==> config.mk <==
export PLATFORM = sky130hd
export DESIGN_NAME = decode_stage
export DESIGN_NICKNAME = d
export VERILOG_FILES = /design/src/hw/cpu_pkg.sv /design/src/hw/decode_stage.sv
export SDC_FILE = /design/constraint.sdc
export NUM_CORES = 1
export LEC_CHECK = 0
export BUFFER_PORTS_ARGS = -buffer_cell sky130_fd_sc_hd__buf_4
export CAP_MARGIN = 25
export CORE_ASPECT_RATIO = 1.5
export CORE_UTILIZATION = 35
export CTS_CLUSTER_SIZE = 8
export DETAILED_ROUTE_END_ITERATION = 12
export GPL_TIMING_DRIVEN = 0
export PLACE_DENSITY_LB_ADDON = 0.15
export SLEW_MARGIN = 25
export SYNTH_ARGS = -nofsm -noshare
export SYNTH_HDL_FRONTEND = slang
export SYNTH_SLANG_ARGS = --single-unit
==> constraint.sdc <==
create_clock -name clk -period 26.2 [get_ports clk]
set_input_delay 5.24 -clock clk [delete_from_list [all_inputs] [get_ports clk]]
set_output_delay 5.24 -clock clk [all_outputs]
set_load 0.1 [all_outputs]
==> src/hw/cpu_pkg.sv <==
package cpu_pkg;

    localparam int data_bits  = 32;
    localparam int regno_bits = 4;
    localparam int reg_count  = 1 << regno_bits;

    typedef logic [data_bits-1:0]  word_t;
    typedef logic [regno_bits-1:0] regno_t;
    typedef logic [5:0]            op1_t;
    typedef logic [7:0]            op2_t;
    typedef logic [1:0]            wb_src_t;

    // Primary opcodes
    localparam op1_t op1_alur = 6'b000000;
    localparam op1_t op1_beq  = 6'b001000;
    localparam op1_t op1_blt  = 6'b001001;
    localparam op1_t op1_ble  = 6'b001010;
    localparam op1_t op1_bne  = 6'b001011;
    localparam op1_t op1_jal  = 6'b001100;
    localparam op1_t op1_lw   = 6'b010010;
    localparam op1_t op1_sw   = 6'b011010;
    localparam op1_t op1_addi = 6'b100000;
    localparam op1_t op1_andi = 6'b100100;
    localparam op1_t op1_ori  = 6'b100101;
    localparam op1_t op1_xori = 6'b100110;

    // Secondary opcodes under op1_alur
    localparam op2_t op2_eq   = 8'b00001000;
    localparam op2_t op2_lt   = 8'b00001001;
    localparam op2_t op2_le   = 8'b00001010;
    localparam op2_t op2_ne   = 8'b00001011;
    localparam op2_t op2_add  = 8'b00100000;
    localparam op2_t op2_and  = 8'b00100100;
    localparam op2_t op2_or   = 8'b00100101;
    localparam op2_t op2_xor  = 8'b00100110;
    localparam op2_t op2_sub  = 8'b00101000;
    localparam op2_t op2_nand = 8'b00101100;
    localparam op2_t op2_nor  = 8'b00101101;
    localparam op2_t op2_nxor = 8'b00101110;
    localparam op2_t op2_rshf = 8'b00110000;
    localparam op2_t op2_lshf = 8'b00110001;

    // Instruction fields, imm overlaps op2 and rd
    localparam int op1_msb = 31;
    localparam int op1_lsb = 26;
    localparam int op2_msb = 25;
    localparam int op2_lsb = 18;
    localparam int imm_msb = 23;
    localparam int imm_lsb = 8;
    localparam int rd_msb  = 11;
    localparam int rd_lsb  = 8;
    localparam int rs_msb  = 7;
    localparam int rs_lsb  = 4;
    localparam int rt_msb  = 3;
    localparam int rt_lsb  = 0;
    localparam int imm_bits = imm_msb - imm_lsb + 1;

    localparam word_t inst_size = 32'd4;
    localparam word_t start_pc  = 32'h100;

    localparam int imem_addr_bits = 16;
    localparam int dmem_addr_bits = 16;
    localparam int word_bits      = 2;   // Byte offset within a word
    localparam int imem_words     = 1 << (imem_addr_bits - word_bits);
    localparam int dmem_words     = 1 << (dmem_addr_bits - word_bits);

    // Memory-mapped I/O
    localparam word_t addr_hex  = 32'hFFFFF000;
    localparam word_t addr_ledr = 32'hFFFFF020;
    localparam word_t addr_key  = 32'hFFFFF080;
    localparam int hex_bits  = 24;
    localparam int ledr_bits = 10;
    localparam int key_bits  = 4;
    localparam logic [hex_bits-1:0] hex_reset = 24'hFEDEAD;

    // Writeback source
    localparam wb_src_t wb_ret = 2'd0;
    localparam wb_src_t wb_mem = 2'd1;
    localparam wb_src_t wb_alu = 2'd2;

    function automatic word_t sext_imm(word_t inst);
        return {{(data_bits - imm_bits){inst[imm_msb]}}, inst[imm_msb:imm_lsb]};
    endfunction

    function automatic logic is_branch_op(op1_t op);
        return op == op1_beq || op == op1_blt || op == op1_ble || op == op1_bne;
    endfunction

endpackage

==> src/hw/decode_stage.sv <==
`timescale 1ns/1ps

module decode_stage (
    input  logic             clk,
    input  logic             reset,
    input  cpu_pkg::word_t   inst,
    input  cpu_pkg::word_t   pc_next,
    input  logic             fe_valid,
    input  cpu_pkg::regno_t  ex_dst,
    input  logic             ex_we,
    input  cpu_pkg::regno_t  mem_dst,
    input  logic             mem_we_reg,
    input  logic             wb_we,
    input  cpu_pkg::regno_t  wb_reg,
    input  cpu_pkg::word_t   wb_data,
    input  logic             mispredict,
    output cpu_pkg::word_t   rs_val,
    output cpu_pkg::word_t   rt_val,
    output cpu_pkg::word_t   imm_sx,
    output cpu_pkg::op1_t    op1,
    output cpu_pkg::op2_t    op2,
    output logic             use_imm,
    output logic             is_branch,
    output logic             mem_we,
    output logic             mem_re,
    output logic             reg_we,
    output cpu_pkg::wb_src_t wb_src,
    output cpu_pkg::regno_t  dst_reg,
    output cpu_pkg::word_t   ret_addr,
    output logic             stall,
    output logic             jal_redirect,
    output cpu_pkg::word_t   jal_target
);

    cpu_pkg::word_t  regs [cpu_pkg::reg_count];
    cpu_pkg::op1_t   op1_w;
    cpu_pkg::regno_t rd_w;
    cpu_pkg::regno_t rs_w;
    cpu_pkg::regno_t rt_w;
    cpu_pkg::word_t  rs_val_w;
    cpu_pkg::word_t  imm_w;
    logic is_alur;
    logic is_br;
    logic is_jal;
    logic is_lw;
    logic is_sw;
    logic is_alui;
    logic reads_rt;
    logic rs_busy;
    logic rt_busy;
    logic hazard;
    logic valid;

    assign op1_w = inst[cpu_pkg::op1_msb:cpu_pkg::op1_lsb];
    assign rd_w  = inst[cpu_pkg::rd_msb:cpu_pkg::rd_lsb];
    assign rs_w  = inst[cpu_pkg::rs_msb:cpu_pkg::rs_lsb];
    assign rt_w  = inst[cpu_pkg::rt_msb:cpu_pkg::rt_lsb];
    assign imm_w = cpu_pkg::sext_imm(inst);

    assign is_alur = op1_w == cpu_pkg::op1_alur;
    assign is_br   = cpu_pkg::is_branch_op(op1_w);
    assign is_jal  = op1_w == cpu_pkg::op1_jal;
    assign is_lw   = op1_w == cpu_pkg::op1_lw;
    assign is_sw   = op1_w == cpu_pkg::op1_sw;
    assign is_alui = op1_w == cpu_pkg::op1_addi || op1_w == cpu_pkg::op1_andi ||
                     op1_w == cpu_pkg::op1_ori  || op1_w == cpu_pkg::op1_xori;

    // Every format reads rs, only these read rt
    assign reads_rt = is_alur || is_br || is_sw;

    // No forwarding, so wait while a producer sits in execute or memory
    assign rs_busy = (ex_we && ex_dst == rs_w) || (mem_we_reg && mem_dst == rs_w);
    assign rt_busy = (ex_we && ex_dst == rt_w) || (mem_we_reg && mem_dst == rt_w);
    assign hazard  = fe_valid && (rs_busy || (reads_rt && rt_busy));

    assign stall        = hazard && !mispredict;
    assign valid        = fe_valid && !hazard && !mispredict;
    assign rs_val_w     = regs[rs_w];
    assign jal_redirect = valid && is_jal;
    assign jal_target   = rs_val_w + (imm_w << 2);

    // Written mid-cycle so decode sees the value in the same cycle
    always_ff @(negedge clk or posedge reset) begin
        if (reset) begin
            for (int i = 0; i < cpu_pkg::reg_count; i++) begin
                regs[i] <= '0;
            end
        end else if (wb_we) begin
            regs[wb_reg] <= wb_data;
        end
    end

    always_ff @(posedge clk or posedge reset) begin
        if (reset) begin
            is_branch <= 1'b0;
            mem_we    <= 1'b0;
            mem_re    <= 1'b0;
            reg_we    <= 1'b0;
        end else begin
            is_branch <= valid && is_br;   // Bubble on stall or flush
            mem_we    <= valid && is_sw;
            mem_re    <= valid && is_lw;
            reg_we    <= valid && (is_alur || is_jal || is_lw || is_alui);
        end
    end

    always_ff @(posedge clk) begin
        rs_val   <= rs_val_w;
        rt_val   <= regs[rt_w];
        imm_sx   <= imm_w;
        op1      <= op1_w;
        op2      <= inst[cpu_pkg::op2_msb:cpu_pkg::op2_lsb];
        use_imm  <= is_lw || is_sw || is_alui;
        dst_reg  <= is_alur ? rd_w : rt_w;
        ret_addr <= pc_next;
        if (is_jal) begin
            wb_src <= cpu_pkg::wb_ret;
        end else if (is_lw) begin
            wb_src <= cpu_pkg::wb_mem;
        end else begin
            wb_src <= cpu_pkg::wb_alu;
        end
    end

endmodule

# Yosys cells after proc, flatten, opt, wreduce, memory -nomap -nowiden
# Index checks and enable logic that the tools add are counted.
word_totals:
  output_inout_bits: 187
  inputBits: 115
  elab_cells: 97
  reg_bits: 649
classes:
  bitwise: 3
  add_sub_neg: 1
  reduce_logical: 34
  order_cmp: 4
  muxes: 11
  eq_ne: 15
ops:
  columns: ["cell", "count"]
  rows:
  - ["$bwmux 512", 1]
  - ["$bmux 32 s4", 2]
  - ["$mux 32", 5]
  - ["$demux 32 s4", 1]
  - ["$add 32x32->32", 1]
  - ["$eq 6x4->1 const B", 5]
  - ["$eq 6x6->1 const B", 4]
  - ["$eq 4x4->1", 4]
  - ["$logic_or 1x1->1", 16]
  - ["$ge 5x5->1 const B", 3]
  - ["$logic_and 1x1->1", 15]
  - ["$not 4->5", 3]
  - ["$eq 6x5->1 const B", 2]
  - ["$logic_not 6->1", 1]
  - ["$lt 5x1->1 const B", 1]
  - ["$mux 4", 1]
  - ["$logic_not 1->1", 2]
  - ["$mux 2", 1]

# Depth between registers and ports, before layout
# Gate-level depths: netlist of the first run.
depth:
  ltp_word: 13
  mapped_depth: 16
  depth_no_buf: 12

==> reports/qor.csv, run 1 <==
metric;value;unit
vias;20100;
largest net degree at the start of global routing;33;
total CTS buffers;90;
syn avg cell area;15.9;µm²
initial antenna violation count;10;
Synth Flop Type;dfrtn_1;
crit path cell chain;mux4_2 -> mux4_2 -> ha_1 -> inv_1 -> fa_1 -> nand2b_1 -> a21oi_1 -> o21ai_1 -> o21ai_1 -> a31oi_1 -> o31ai_1 -> xor2_1 -> buf_4;
wl on met1;41300;µm
# DRC;0;
CTS tree;yes;
share of cells above drive strength 1;53.6;%
Critical R2R Capture;rs_val[31];
Global Route Usage Sum;23.7;%
leading area contributor after synthesis;dfrtn_1;
top sig layer;met5;
Hold Buf Count CTS;0;
share of the synthesized area in the top cell type;40.8;%
max cap viols;0;
hold endpoint;regs[101];
Worst Setup Path Type;reg -> out;
CTS Sinks;643;
status;completed;
IO Pins;302;
GRT overflow;0;
die area;0.0909;mm²
drt wl/cell;29.6;µm
Async SR Flop Fraction;80.2;%
worst min-delay path class;reg -> reg;
hold path depth;1;
first-pass GRT wire length;153000;µm
Syn. warnings;0;
placed instance area;0.0355;mm²
post-CTS sizing;0;
syn nets;2119;
Unique masters post-synth;58;
via/cell ratio;5.62;
max reg flops;512;
reg-to-reg setup timing slack;11.48;ns
post-CTS setup buffer count;0;
Worst-Margin Slew;1.13;ns
power per cell area;103;mW/mm²
CTS clk-pin slew, worst paths;0.04;ns
CP startpoint kind;flip-flop;
leakage;16.0;nW
crit path max fanout;4;
area grow syn2layout;21.1;%
core footprint;0.0889;mm²
Max Root-Sink Buffers;3;
Area contributors post-synth;dfrtn_1 (41%), mux4_2 (23%), mux2_2 (17%);
Worst slew margin;24.7;%
cell count after placement;3446;
Gate Count Post-Synth;1974;
#FFs+latches synth;643;
Crit Reg-Reg Startpoint;regs[255];
# rows;134;
vias in the first global route;21700;
Slew Viols, Final;0;
sequential fraction of the synthesis area;49.2;%
Worst Reg-to-Reg Cells;2;
Worst Path Required;20.96;ns
DRT Pass-1 Iters;5;
CP Capture Type;output pin;
chip width;246;µm
Final nets;2527;
Synth Cell Area;0.0314;mm²
port bufs;294;
CP bufs+invs;2;
fillers;8062;
Most flops, register;regs;
DIE HEIGHT;369;µm
Setup violations, final;0;
Final ANT Viol Nets;0;
worst hold start;regs[101];
Power, Total;3.90;mW
root buffer cell;clkbuf_16;
met3 WL;6010;µm
Worst Skew;0.0495;ns
crit-path max cell delay;0.47;ns
Slowest cell on crit path;fa_1;
H-tree depth;3;
DR iter-0 viols;1266;
Post-DP HPWL;74900;µm
final cell count without fillers;3581;
Post-synth EDFFs;0;
cell family with most CP delay;compound AO/OA/AOI/OAI gates;
routed wire length;106000;µm
Starting Density;35.3;%
VDD IR-drop max;0.141;mV
gp weighted congestion;0.856;
wire length on met2;54500;µm
RSZ-0062 raised after global routing;false;
Final Hold Viols;0;
design area;0.0380;mm²
clk_lat worst skew;0.67;ns
Arr. time, crit path;18.14;ns
Post-Route Setup TNS;0;ns
routing by layer:
metal  global-route usage [%]  vias up
met4                     9.66        6
met2                     41.0      774
met3                     4.62      211
met5                        0        -
met1                     28.6    10700
li1                         -     8383
how the worst max path moves through the flow:
stage	from	end	slack, ns	depth (start not counted)
finish	regs[322]	jal_target[30]	2.82	13
global route	regs[322]	jal_target[30]	2.58	13
CTS	regs[322]	jal_target[30]	2.76	13
detailed placement	regs[322]	jal_target[30]	3.45	13
global placement	reset	regs[27]	-1.82	2
floorplan	reset	regs[0]	1.08	1
layout make-up:
| cell class | count | area (µm²) | area share, % |
|---|---|---|---|
| Multi-Input combinational cell | 1121 | 15000 | 39.4 |
| Clock buffer | 126 | 2420 | 6.36 |
| Buffer | 196 | 961 | 2.53 |
| Tap cell | 1156 | 1450 | 3.81 |
| Inverter | 14 | 56.3 | 0.148 |
| Timing Repair Buffer | 316 | 2630 | 6.91 |
| Antenna cell | 4 | 10.0 | 0.0263 |
| Sequential cell | 643 | 15500 | 40.7 |
| Clock inverter | 5 | 70.1 | 0.184 |
logic make-up (layout without fill, tap and decap cells):
kind of cell	count (synthesis)	in the layout	synth area share (%)
multiplexers	835	835	41.5
flip-flops	643	643	49.2
buffers and inverters	210	657	3.09
AND/OR/NAND/NOR	119	119	1.89
AO/OA/AOI/OAI	93	93	1.87
XOR/XNOR	43	43	1.20
adder cells (fa/ha/maj)	31	31	1.25
other	0	4	0
synthesized netlist by cell type (all sizes together), types with 2 or more instances:
cell and instances:
and4 2, o211a 2, and2 3, o22ai 5, mux4 320, a31o 2, dfrtp 4, o21bai 4
a31oi 4, inv 14, dfxtp 127, and3 2, mux2 515, or3 6, a211oi 2, clkbuf 105
nand4 6, nor2 31, xnor2 25, nand2b 9, o21ai 18, a21oi 30, nand3 11, nand2 28
nor3 7, nor2b 3, a21boi 3, a21o 8, nand4b 2, o211ai 2, dfrtn 512, ha 29
buf 91, xor2 18, nor4 3, a2111oi 2, nand3b 3, a311oi 2, o21a 2
report_power, final:
part	leakage [nW]	total, mW	internal, mW	switching (mW)
sequential	7.40	1.38	1.23	0.145
combinational	7.36	1.44	0.521	0.924
clock	1.20	1.08	0.632	0.447
total	16.0	3.90	2.39	1.52
placed cells by master (no fill, tap or decap), types with 28 or more instances in the layout:
| master | count |
|---|---|
| clkbuf_1 | 112 |
| nor2_1 | 31 |
| dfrtn_1 | 512 |
| clkbuf_16 | 91 |
| buf_4 | 319 |
| ha_1 | 29 |
| mux2_1 | 48 |
| dfxtp_1 | 127 |
| a21oi_1 | 30 |
| clkbuf_2 | 30 |
| nand2_1 | 28 |
| mux4_2 | 319 |
| buf_2 | 33 |
| mux2_2 | 467 |
worst reg2reg max path: cells and delay by family, from the launching register on:
kind,cells,cell delay [ns]
muxes,2,1.12
DFF,1,0.36
metrics by stage:
step	setup WS [ns]	utilization, %	hold WS (ns)
after detailed placement	3.45	40.0	0.457
after global routing	2.58	42.8	0.478
after floorplan	1.08	-	0.431
after global placement	-1.82	39.4	0.442
final	2.82	42.8	0.458
after CTS	2.76	42.8	0.457
No activity file was read; power rests on OpenSTA's default activity.
==> inputs of run 2 (changes only) <==
Settings changed: CORE_MARGIN from default to 3, PLACE_DENSITY_LB_ADDON 0.15 to 0.2.
==> run 2 against run 1 <==
Sequential cell count did not move. Worst setup slack improved by 0.0081 ns. Hold slack improved by 0.0017 ns.
==> reports/qor.csv, run 2 (synthesized netlist as in run 1, its figures left out) <==
metric;value;unit
status;completed;
Post-DP HPWL;75100;µm
DRT Pass-1 Iters;5;
CTS Sinks;643;
max reg flops;512;
first-pass GRT wire length;155000;µm
placed instance area;0.0355;mm²
worst min-delay path class;reg -> reg;
Arr. time, crit path;18.13;ns
port bufs;294;
Final nets;2524;
leakage;16.0;nW
most frequent cells in the layout;dfrtn_1 (512), mux2_2 (467), mux4_2 (319), buf_4 (319), dfxtp_1 (127);
vias in the first global route;22300;
largest net degree at the start of global routing;34;
crit path max fanout;4;
Worst Setup Path Type;reg -> out;
total CTS buffers;90;
chip width;250;µm
area grow syn2layout;21.1;%
RSZ-0062 raised after global routing;false;
Worst-Margin Slew;1.15;ns
max cap viols;0;
crit-path max cell delay;0.74;ns
root buffer cell;clkbuf_16;
DR iter-0 viols;1275;
Worst Skew;0.0644;ns
Starting Density;35.5;%
CP bufs+invs;2;
Worst slew margin;23.2;%
Slew Viols, Final;0;
Global Route Usage Sum;22.8;%
CTS clk-pin slew, worst paths;0.04;ns
commonest non-fill, non-tap cell in the layout;dfrtn_1;
initial antenna violation count;16;
Final ANT Viol Nets;0;
Hold Buf Count CTS;0;
vias;20300;
die area;0.0934;mm²
FF/Latch Area;0.0155;mm²
DIE HEIGHT;373;µm
drt wl/cell;29.8;µm
core footprint;0.0884;mm²
Most flops, register;regs;
Worst Path Required;20.96;ns
Setup violations, final;0;
VDD IR-drop max;0.0994;mV
area of the multi-input gates;0.0150;mm²
fillers;7969;
Final Hold Viols;0;
gp weighted congestion;0.858;
CTS tree;yes;
Slowest cell on crit path;o21ai_1;
via/cell ratio;5.69;
GRT overflow;0;
Final Util;43.0;%
CP Capture Type;output pin;
crit path cell chain;mux4_2 -> mux4_2 -> ha_1 -> inv_1 -> fa_1 -> nand2b_1 -> a21oi_1 -> o21ai_1 -> o21ai_1 -> a31oi_1 -> o31ai_1 -> xor2_1 -> buf_4;
# rows;133;
post-CTS sizing;0;
clk_lat worst skew;0.69;ns
H-tree depth;3;
design area;0.0380;mm²
power per cell area;103;mW/mm²
Max Root-Sink Buffers;3;
post-CTS setup buffer count;0;
CP startpoint kind;flip-flop;
# DRC;0;
cell family with most CP delay;compound AO/OA/AOI/OAI gates;
routed wire length;106000;µm
share of cells above drive strength 1;53.5;%
IO Pins;302;
run 2: where the power goes:
group	switching, mW	internal (mW)	total, mW
combinational	0.927	0.521	1.45
clock	0.455	0.631	1.09
sequential	0.145	1.23	1.38
run 2: metrics by stage:
step	setup slack (ns)	hold WS [ns]	total power [mW]	cells	setup TNS, ns
floorplan	1.08	0.431	2.46	1974	0
global placement	-1.65	0.442	2.80	3415	-793.08
detailed placement	3.52	0.456	2.85	3434	0
CTS	2.82	0.456	3.95	3562	0
global route	2.73	0.474	4.06	3564	0
finish	2.83	0.460	3.91	3567	0
run 2: layout make-up:
class | count | area share (%)
antenna | 5 | 0.0329
buffer | 196 | 2.52
clock buffer | 121 | 6.29
clock inverter | 7 | 0.316
inverter | 14 | 0.148
multi-input combinational | 1121 | 39.4
sequential | 643 | 40.7
tap | 1147 | 3.78
timing repair buffer | 313 | 6.88
run 2: path summary, 6_finish.rpt:
path | end | slack, ns | cells after the start | start
max | jal_target[30] | 2.83 | 13 | regs[258]
min | regs[388] | 0.46 | 1 | regs[388]
max reg2reg | rs_val[28] | 11.48 | 2 | regs[28]
min reg2reg | regs[388] | 0.46 | 1 | regs[388]
max in group asynchronous | regs[108] | 6.51 | 9 | reset
min in group asynchronous | mem_re | 5.60 | 5 | reset
run 2: routing by layer:
metal | global-route usage, % | vias to the layer above | share of wire, %
met5 | 0 | - | 0.091
met4 | 11.9 | 8 | 5.2
met3 | 4.42 | 255 | 6.5
met2 | 39.3 | 803 | 51
met1 | 27.1 | 10900 | 37
li1 | - | 8381 | -
